`config.mk`:
```
export PLATFORM = sky130hd
export DESIGN_NAME = path_fabric
export DESIGN_NICKNAME = d
export VERILOG_FILES = /design/src/design/bus_pkg.sv /design/src/design/path_pkg.sv /design/src/design/cell_grid.sv /design/src/design/map_sequencer.sv /design/src/design/path_cell.sv /design/src/design/path_fabric.sv
export VERILOG_INCLUDE_DIRS = /design/src /design/src/design
export SDC_FILE = /design/constraint.sdc
export NUM_CORES = 2
export LEC_CHECK = 0
export BUFFER_PORTS_ARGS = -buffer_cell sky130_fd_sc_hd__buf_4
export CORE_ASPECT_RATIO = 2
export CORE_MARGIN = 3
export CORE_UTILIZATION = 36
export CTS_CLUSTER_SIZE = 40
export DETAILED_ROUTE_END_ITERATION = 10
export PLACE_DENSITY = 0.62
export SETUP_SLACK_MARGIN = 0.2
export SKIP_LAST_GASP = 1
export SYNTH_ARGS = -nofsm -noshare
export SYNTH_HDL_FRONTEND = slang
export SYNTH_SLANG_ARGS = --single-unit
```
`constraint.sdc`:
```
create_clock -name clk -period 25.6 [get_ports clk]
set_clock_uncertainty 0.15 [all_clocks]
set_input_delay 0 -clock clk [delete_from_list [all_inputs] [get_ports clk]]
set_output_delay 0 -clock clk [all_outputs]
set_load 0.02 [all_outputs]
```
`src/design/path_cfg.svh`:
```
`ifndef PATH_CFG_SVH
`define PATH_CFG_SVH

// grid geometry and cost arithmetic
`define PATH_DIM      4
`define PATH_COST_W   9
`define PATH_WEIGHT_W 4

`define PATH_HISTORY  16            // quiet cycles before a run is called converged

// byte addresses of the two memory windows
`define PATH_MAP_BASE 32'h4000_0000
`define PATH_DIR_BASE 32'h4000_2000

`endif

```
`src/design/bus_pkg.sv`:
```
`default_nettype none

package bus_pkg;

    // host control word, also the readback value
    typedef struct packed {
        logic        run;
        logic        load;
        logic [19:0] rsvd;   // reads back as zero
        logic [4:0]  start_y;
        logic [4:0]  start_x;
    } ctrl_t;

    typedef struct packed {
        logic [31:0] addr;   // byte address
        logic        wr;
        logic [31:0] wdata;
    } mem_req_t;

    typedef struct packed {
        logic [31:0] rdata;
    } mem_rsp_t;

endpackage

`default_nettype wire

```
`src/design/path_pkg.sv`:
```
`default_nettype none
`include "path_cfg.svh"

package path_pkg;

    typedef logic [`PATH_COST_W-1:0]                  cost_t;
    typedef logic [`PATH_WEIGHT_W-1:0]                weight_t;
    typedef logic [$clog2(`PATH_DIM * `PATH_DIM)-1:0] idx_t;

    localparam cost_t   COST_INF    = '1;  // unreached cell or off-grid border
    localparam weight_t WEIGHT_WALL = '1;

    // neighbour order is the order the cell scans in
    typedef enum logic [3:0] {
        DIR_NONE = 4'd0,
        DIR_N, DIR_NE, DIR_E, DIR_SE,
        DIR_S, DIR_SW, DIR_W, DIR_NW
    } dir_e;

    typedef enum logic [3:0] {
        IDLE,
        RD_FIRST,
        WAIT_FIRST,
        UNPACK,
        WAIT_RD,
        RUNNING,
        PACK,
        WAIT_WR,
        WAIT_LAST_WR
    } seq_state_e;

endpackage

`default_nettype wire

```
`src/design/cell_grid.sv`:
```
`timescale 1ns/10ps
`default_nettype none
`include "path_cfg.svh"

module cell_grid (
    input  wire logic              clk,
    input  wire logic              arst_n,
    input  wire logic              i_rst,
    input  wire path_pkg::idx_t    i_clr_idx,
    input  wire logic              i_clr_en,
    input  wire logic              i_ld_en,
    input  wire path_pkg::idx_t    i_idx,
    input  wire path_pkg::weight_t i_weight,
    output logic                   o_active,
    output path_pkg::dir_e         o_sel_dir
);
    import path_pkg::*;

    localparam int DIM   = `PATH_DIM;
    localparam int CELLS = DIM * DIM;

    // row and column step per neighbour, N first then clockwise
    localparam int DY [8] = '{-1, -1, 0, 1, 1, 1, 0, -1};
    localparam int DX [8] = '{0, 1, 1, 1, 0, -1, -1, -1};

    cost_t [CELLS-1:0] cost;
    dir_e              dir [CELLS];
    logic [CELLS-1:0]  mod;
    logic [CELLS-1:0]  ld_sel;
    logic [CELLS-1:0]  clr_sel;

    always_comb begin
        ld_sel             = '0;
        clr_sel            = '0;
        ld_sel[i_idx]      = i_ld_en;
        clr_sel[i_clr_idx] = i_clr_en;
    end

    for (genvar r = 0; r < DIM; r++) begin : g_row
        for (genvar c = 0; c < DIM; c++) begin : g_col
            localparam int ID = r * DIM + c;
            cost_t [7:0] nbr;

            for (genvar k = 0; k < 8; k++) begin : g_nbr
                localparam int NR = r + DY[k];
                localparam int NC = c + DX[k];
                if (NR < 0 || NR >= DIM || NC < 0 || NC >= DIM) begin : g_edge
                    assign nbr[k] = COST_INF;  // off the grid
                end else begin : g_link
                    assign nbr[k] = cost[NR * DIM + NC];
                end
            end

            path_cell path_cell_inst (
                .clk        (clk),
                .arst_n     (arst_n),
                .i_rst      (i_rst),
                .i_clr      (clr_sel[ID]),
                .i_ld       (ld_sel[ID]),
                .i_weight   (i_weight),
                .i_nbr_cost (nbr),
                .o_cost     (cost[ID]),
                .o_dir      (dir[ID]),
                .o_mod      (mod[ID])
            );
        end
    end

    assign o_active  = |mod;
    assign o_sel_dir = dir[i_idx];

endmodule

`default_nettype wire

```
`src/design/map_sequencer.sv`:
```
`timescale 1ns/10ps
`default_nettype none
`include "path_cfg.svh"

module map_sequencer (
    input  wire logic              clk,
    input  wire logic              arst_n,
    input  wire logic              i_ctrl_wr,
    input  wire bus_pkg::ctrl_t    i_ctrl,
    output bus_pkg::ctrl_t         o_ctrl,
    output logic                   o_mem_req,
    output bus_pkg::mem_req_t      o_mem,
    input  wire logic              i_mem_rdy,
    input  wire bus_pkg::mem_rsp_t i_mem,
    output logic                   o_done,
    output logic                   o_cell_rst,
    output logic                   o_clr_en,
    output path_pkg::idx_t         o_clr_idx,
    output logic                   o_ld_en,
    output path_pkg::idx_t         o_idx,
    output path_pkg::weight_t      o_weight,
    input  wire logic              i_active,
    input  wire path_pkg::dir_e    i_sel_dir
);
    import path_pkg::*;
    import bus_pkg::*;

    localparam int CELLS = `PATH_DIM * `PATH_DIM;
    localparam int WORDS = (CELLS + 7) / 8;       // 8 nibbles per word
    localparam int OFF_W = $clog2(WORDS + 1);
    localparam int HIST  = `PATH_HISTORY;

    seq_state_e       state_q;
    seq_state_e       state_d;
    ctrl_t            ctrl_q;
    idx_t             curr_q;
    logic [OFF_W-1:0] off_q;         // word offset into either window
    logic [HIST-1:0]  hist_q;
    logic [31:0]      data_q;
    logic [31:0]      nxt_q;         // read-ahead word caught during unpack
    logic             nxt_full_q;
    logic [31:0]      rd_word;
    logic [31:0]      pack_word;
    logic             nib_last;
    logic             cell_last;
    logic             take;
    logic             rd_issue;
    logic             wr_issue;

    assign o_ctrl    = ctrl_q;
    assign nib_last  = curr_q[2:0] == 3'd7;
    assign cell_last = curr_q == idx_t'(CELLS - 1);
    assign rd_word   = nxt_full_q ? nxt_q : i_mem.rdata;

    assign o_idx     = curr_q;
    assign o_weight  = data_q[curr_q[2:0] * 4 +: 4];
    assign o_clr_en  = state_q == RUNNING;
    assign o_clr_idx = idx_t'(ctrl_q.start_y * `PATH_DIM + ctrl_q.start_x);

    always_comb begin
        pack_word                        = data_q;
        pack_word[curr_q[2:0] * 4 +: 4] = i_sel_dir;
    end

    always_comb begin
        state_d    = state_q;
        take       = 1'b0;
        wr_issue   = 1'b0;
        o_cell_rst = 1'b0;
        o_ld_en    = 1'b0;
        case (state_q)
            IDLE: begin
                if (ctrl_q.load) begin
                    state_d = RD_FIRST;
                end else if (ctrl_q.run) begin
                    o_cell_rst = 1'b1;
                    state_d    = RUNNING;
                end
            end
            RD_FIRST: state_d = WAIT_FIRST;
            WAIT_FIRST, WAIT_RD: begin
                if (i_mem_rdy) begin
                    take    = 1'b1;
                    state_d = UNPACK;
                end
            end
            UNPACK: begin
                o_ld_en = 1'b1;
                if (cell_last) begin
                    state_d = IDLE;
                end else if (nib_last) begin
                    if (nxt_full_q || i_mem_rdy) take = 1'b1;  // next word already here
                    else state_d = WAIT_RD;
                end
            end
            RUNNING: if (hist_q == '0) state_d = PACK;
            PACK: begin
                wr_issue = nib_last || cell_last;
                if (cell_last) state_d = WAIT_LAST_WR;
                else if (nib_last) state_d = WAIT_WR;
            end
            WAIT_WR: if (i_mem_rdy) state_d = PACK;
            WAIT_LAST_WR: if (i_mem_rdy) state_d = IDLE;
            default: state_d = IDLE;
        endcase
    end

    // never read past the last map word
    assign rd_issue  = (state_q == RD_FIRST) || (take && off_q != OFF_W'(WORDS));
    assign o_mem_req = rd_issue || wr_issue;

    always_comb begin
        o_mem.wr    = wr_issue;
        o_mem.wdata = pack_word;
        if (wr_issue) o_mem.addr = `PATH_DIR_BASE + (32'(off_q) << 2);
        else o_mem.addr = `PATH_MAP_BASE + (32'(off_q) << 2);
    end

    always_ff @(posedge clk or negedge arst_n) begin
        if (!arst_n) begin
            state_q    <= IDLE;
            ctrl_q     <= '0;
            curr_q     <= '0;
            off_q      <= '0;
            hist_q     <= '0;
            nxt_full_q <= 1'b0;
            o_done     <= 1'b0;
        end else begin
            state_q <= state_d;
            o_done  <= (state_q == WAIT_LAST_WR) && i_mem_rdy;
            hist_q  <= o_cell_rst ? '1 : {hist_q[HIST-2:0], i_active};

            // host writes only land when nothing is pending
            if (i_ctrl_wr && state_q == IDLE && !ctrl_q.run && !ctrl_q.load) begin
                ctrl_q      <= i_ctrl;
                ctrl_q.rsvd <= '0;
            end
            if (state_q == UNPACK && cell_last) ctrl_q.load <= 1'b0;
            if (state_q == WAIT_LAST_WR && i_mem_rdy) ctrl_q.run <= 1'b0;

            if (state_q == IDLE || state_q == RUNNING) begin
                curr_q <= '0;
                off_q  <= '0;
            end
            if (o_ld_en || state_q == PACK) curr_q <= curr_q + 1'b1;
            if (rd_issue || (state_q == WAIT_WR && i_mem_rdy)) off_q <= off_q + 1'b1;

            if (take) nxt_full_q <= 1'b0;
            else if (i_mem_rdy && state_q == UNPACK) nxt_full_q <= 1'b1;
        end
    end

    always_ff @(posedge clk) begin
        if (take) data_q <= rd_word;
        else if (state_q == PACK) data_q <= pack_word;
        if (i_mem_rdy && state_q == UNPACK && !take) nxt_q <= i_mem.rdata;
    end

endmodule

`default_nettype wire

```
`src/design/path_cell.sv`:
```
`timescale 1ns/10ps
`default_nettype none

module path_cell (
    input  wire logic                    clk,
    input  wire logic                    arst_n,
    input  wire logic                    i_rst,
    input  wire logic                    i_clr,
    input  wire logic                    i_ld,
    input  wire path_pkg::weight_t       i_weight,
    input  wire path_pkg::cost_t [7:0]   i_nbr_cost,
    output path_pkg::cost_t              o_cost,
    output path_pkg::dir_e               o_dir,
    output logic                         o_mod
);
    import path_pkg::*;

    weight_t                weight_q;
    cost_t                  best_cost;
    dir_e                   best_dir;
    logic [$bits(cost_t):0] sum;
    cost_t                  cand;
    logic                   relax;

    // cheapest neighbour, first one wins a tie
    always_comb begin
        best_cost = COST_INF;
        best_dir  = DIR_NONE;
        for (int k = 0; k < 8; k++) begin
            if (i_nbr_cost[k] < best_cost) begin
                best_cost = i_nbr_cost[k];
                best_dir  = dir_e'(k + 1);
            end
        end
        sum  = {1'b0, best_cost} + ($bits(cost_t) + 1)'(weight_q);
        cand = sum[$bits(cost_t)] ? COST_INF : sum[$bits(cost_t)-1:0];  // saturate
    end

    assign relax = !i_rst && !i_clr && (weight_q != WEIGHT_WALL) && (cand < o_cost);
    assign o_mod = relax;

    always_ff @(posedge clk or negedge arst_n) begin
        if (!arst_n) begin
            o_cost <= COST_INF;
            o_dir  <= DIR_NONE;
        end else if (i_rst) begin
            o_cost <= COST_INF;
            o_dir  <= DIR_NONE;
        end else if (i_clr) begin
            o_cost <= '0;        // start cell
            o_dir  <= DIR_NONE;
        end else if (relax) begin
            o_cost <= cand;
            o_dir  <= best_dir;
        end
    end

    always_ff @(posedge clk) begin
        if (i_ld) weight_q <= i_weight;
    end

endmodule

`default_nettype wire

```
`src/design/path_fabric.sv`:
```
`timescale 1ns/10ps
`default_nettype none

module path_fabric (
    input  wire logic              clk,
    input  wire logic              arst_n,
    input  wire logic              i_ctrl_wr,
    input  wire bus_pkg::ctrl_t    i_ctrl,
    output bus_pkg::ctrl_t         o_ctrl,
    output logic                   o_mem_req,
    output bus_pkg::mem_req_t      o_mem,
    input  wire logic              i_mem_rdy,
    input  wire bus_pkg::mem_rsp_t i_mem,
    output logic                   o_done
);
    import path_pkg::*;

    logic    cell_rst;
    logic    clr_en;
    idx_t    clr_idx;
    logic    ld_en;
    idx_t    idx;      // load target or packed cell
    weight_t weight;
    logic    active;
    dir_e    sel_dir;

    map_sequencer map_sequencer_inst (
        .clk        (clk),
        .arst_n     (arst_n),
        .i_ctrl_wr  (i_ctrl_wr),
        .i_ctrl     (i_ctrl),
        .o_ctrl     (o_ctrl),
        .o_mem_req  (o_mem_req),
        .o_mem      (o_mem),
        .i_mem_rdy  (i_mem_rdy),
        .i_mem      (i_mem),
        .o_done     (o_done),
        .o_cell_rst (cell_rst),
        .o_clr_en   (clr_en),
        .o_clr_idx  (clr_idx),
        .o_ld_en    (ld_en),
        .o_idx      (idx),
        .o_weight   (weight),
        .i_active   (active),
        .i_sel_dir  (sel_dir)
    );

    cell_grid cell_grid_inst (
        .clk       (clk),
        .arst_n    (arst_n),
        .i_rst     (cell_rst),
        .i_clr_idx (clr_idx),
        .i_clr_en  (clr_en),
        .i_ld_en   (ld_en),
        .i_idx     (idx),
        .i_weight  (weight),
        .o_active  (active),
        .o_sel_dir (sel_dir)
    );

endmodule

`default_nettype wire

```
==> results.py <==
metrics = {
    "floorplan": {
        "fp.coreArea_um2": 129000,
        "initial_util": 0.363,
        "die_h_um": 515,
        "top_level_ports": 167,
        "die_area_um2": 134000,
        "row_count": 186,
        "chipWidth_um": 261,
    },
    "synthesis": {
        "per_instance_average_area_after_synthesis_um2": 8.09,
        "yosys_warnings": 0,
        "synth-edff-count": 128,
        "yosys.area_share.xor_xnor": 0.0154,
        "synth-simple-area-share": 0.178,
        "dominant_combinational_cell_family_by_area_after_synthesis": "compound AO/OA/AOI/OAI gates",
        "syn-cell-area_um2": 46700,
        "synthAdderAreaFrac": 0.202,
        "top_flip_flop_cell_by_instance_count_after_synthesis": "dfstp_2",
        "ffs_latches_synth": 367,
        "synth_cell_types": 113,
        "synth.area.mux_share": 0.0883,
        "synth-compound-area-share": 0.236,
        "synthArstFlopShare": 0.651,
        "synthCells": 5770,
        "synth.yosys.seq_area_share": 0.214,
    },
    "placed_design": {
        "buffer_ports.inserted": 97,
        "numPlacedInstances": 7437,
        "global_placement_routability_congestion": 1.04,
        "hpwl_um": 169000,
        "post-place-ws_ps": 2840,
    },
    "timing": {
        "tightest_slew_ps": 1430,
        "finalMaxSlewViolations": 0,
        "final.setup.tns_ps": 0,
        "fin_crit_sh": 0.900,
        "report.final.hold_viol_count": 1,
        "achievable-frequency_mhz": 43.4,
        "setup_slack_ps": 2570,
        "timing.final.setup_violations": 0,
        "finalCriticalPeriod_ps": 23030,
        "timing.max_slew.rel_slack": 0.0355,
        "fin_hold_ws_ps": -15.3,
        "rsz_0062_raised_after_global_routing": "false",
    },
    "job": {
        "cap_viol_max_count": 0,
    },
    "global_routing": {
        "grtUsageTotal": 0.321,
        "overall_overflow_remaining_after_global_route": 0,
        "grt_start_max_net_pins": 102,
        "grt_first_pass_wirelength_um": 314000,
        "vias_in_the_first_global_route": 47200,
        "grt_antenna_before_repair": 6,
    },
    "clock_tree": {
        "cts_resized": 0,
        "clk_pin_slew_worst_paths_ps": 70,
        "htree_num_levels": 2,
        "worst_skew_pair.late_latency_ps": 680,
        "cts.root.buffer_cell": "clkbuf_16",
        "cts_num_sinks": 367,
        "max-clock-path-buffers": 3,
        "cts_tree": "done",
        "cts_buffers": 42,
    },
    "route": {
        "drt-initial-drc-count": 3830,
        "vias": 46900,
        "firstDrtPassIters": 6,
        "post_drt_via_cell_ratio": 6.16,
        "wire_per_inst_um": 28.9,
        "drt.antenna.violating_nets": 0,
        "finalWirelength_um": 220000,
        "post-route-drc-count": 0,
    },
    "setup_path": {
        "ff2ff_path_depth": 89,
        "worst_path_max_delay_cell": "nor2_1",
        "worstPathArrival_ps": 23440,
        "maximum_fanout_along_the_worst_path": 22,
        "start_kind": "flip-flop",
        "crit_path_max_incr_delay_ps": 880,
        "worstSetupEndpointType": "flip-flop",
        "required_ps": 26010,
        "crit_top_cell": "a21oi_1",
        "r2r_slack_ps": 2570,
        "critical_path_class": "reg2reg",
    },
    "worst_hold_path": {
        "timing.hold.worst_endpoint": "map_sequencer_inst.o_ctrl[30]$_DFFE_PN0P_",
        "hold_start": "i_ctrl_wr",
        "worst_hold_path.num_cells": 4,
        "hold_removal_path_class": "in2reg",
    },
    "outcome": {
        "run_status": "finished, violations left",
        "violated_checks": "negative hold slack",
    },
    "final_layout": {
        "drive_above_1_share": 0.118,
        "final_cell_count_no_fill": 7611,
        "design.final.nets": 6689,
        "areaGrowthSynthToFinish_pct": 11.3,
    },
}
[what timing repair did]
action                    CTS  global route
hold endpoints to repair  226             0
hold buffers               93             0
buffers inserted            0             0
[cell families (layout without fill, tap and decap cells)]
family	after synthesis	count (layout)
fa+ha+maj	745	745
buf+inv	762	861
xor+xnor	82	82
mux	367	367
compound gates	1720	1720
flops	367	367
simple gates	1725	1725
other cells	2	52
[layout make-up]
type,count,area (µm²)
Inverter,457,1720
Timing Repair Buffer,326,2710
Fill cell,13000,76700
Clock inverter,26,322
Antenna cell,3,7.51
Sequential cell,367,10000
Clock buffer,52,1180
Multi-Input combinational cell,4688,33900
Tap cell,1692,2120
[per-stage QoR]
step                      instance area, µm²  hold slack, ps  utilization
after floorplan                        46900            -446            -
after global placement                 49500           -60.8        0.385
after detailed placement               49500           -82.4        0.385
after CTS                              51900            1.02        0.404
after global routing                   52000            15.0        0.404
final                                  52000           -15.3        0.404
[layer usage]
metal,track usage,wire [µm],up-vias
met4,0.338,29500,0
met2,0.571,107000,2243
met3,0.0427,12900,1061
met1,0.303,70000,22500
met5,0.000741,0,-
li1,-,-,21100
[worst max-delay path, delay by kind of cell (launching register included)]
family          cells  cell delay (ps)
mux                 6             2170
fa+ha+maj           9             2760
flops               1              800
compound gates     40             8340
buf+inv             5              690
simple gates       29             8010
[worst max path at each step]
stage | start | end
floorplan | flip-flop | flip-flop
detailed placement | flip-flop | flip-flop
global placement | flip-flop | flip-flop
global route | flip-flop | flip-flop
CTS | flip-flop | flip-flop
finish | flip-flop | flip-flop
[registers in the layout (all words and copies together), names as in the netlist]
name / cells
cell_grid_inst.g_row.g_col.path_cell_inst.o_dir: 55
map_sequencer_inst.nxt_full_q: 1
map_sequencer_inst.state_q: 4
cell_grid_inst.g_row.g_col.path_cell_inst.o_cost: 144
map_sequencer_inst.o_ctrl: 12
map_sequencer_inst.off_q: 2
map_sequencer_inst.o_done: 1
map_sequencer_inst.o_idx: 4
map_sequencer_inst.nxt_q: 32
map_sequencer_inst.hist_q: 16
map_sequencer_inst.data_q: 32
cell_grid_inst.g_row.g_col.path_cell_inst.weight_q: 64
[cell usage in the layout (no fill, tap or decap), drive strengths merged, types with 48 or more instances in the layout]
cell / instances
dfrtp: 95
xnor2: 58
a31oi: 48
mux2: 112
inv: 460
dfstp: 144
conb: 49
nor3: 89
nor2: 550
clkbuf: 52
nor2b: 121
o21ai: 353
a21oi: 610
nand4: 117
a21o: 250
dlygate4sd3: 92
nand2b: 138
nand2: 385
mux2i: 232
ha: 723
o211ai: 59
edfxtp: 128
nand3: 112
buf: 234
[synthesized netlist by cell type, types with 46 or more instances]
| master | instances | area [µm²] |
|---|---|---|
| a21o_1 | 250 | 1880 |
| a21oi_1 | 608 | 3040 |
| a31oi_1 | 46 | 288 |
| buf_4 | 54 | 405 |
| clkbuf_1 | 219 | 822 |
| dfrtp_1 | 95 | 2380 |
| dfstp_2 | 144 | 3780 |
| edfxtp_1 | 128 | 3840 |
| ha_1 | 723 | 9050 |
| inv_1 | 451 | 1690 |
| mux2_2 | 108 | 1220 |
| mux2i_1 | 231 | 2310 |
| nand2_1 | 385 | 1450 |
| nand2b_1 | 138 | 863 |
| nand3_1 | 112 | 561 |
| nand4_1 | 117 | 732 |
| nor2_1 | 550 | 2060 |
| nor2b_1 | 120 | 751 |
| nor3_1 | 89 | 445 |
| o211ai_1 | 59 | 443 |
| o21ai_0 | 327 | 1640 |
| xnor2_1 | 58 | 508 |
Power is not shown: default switching activity piles up to over one toggle a cycle in this logic, so the estimate is an artifact.
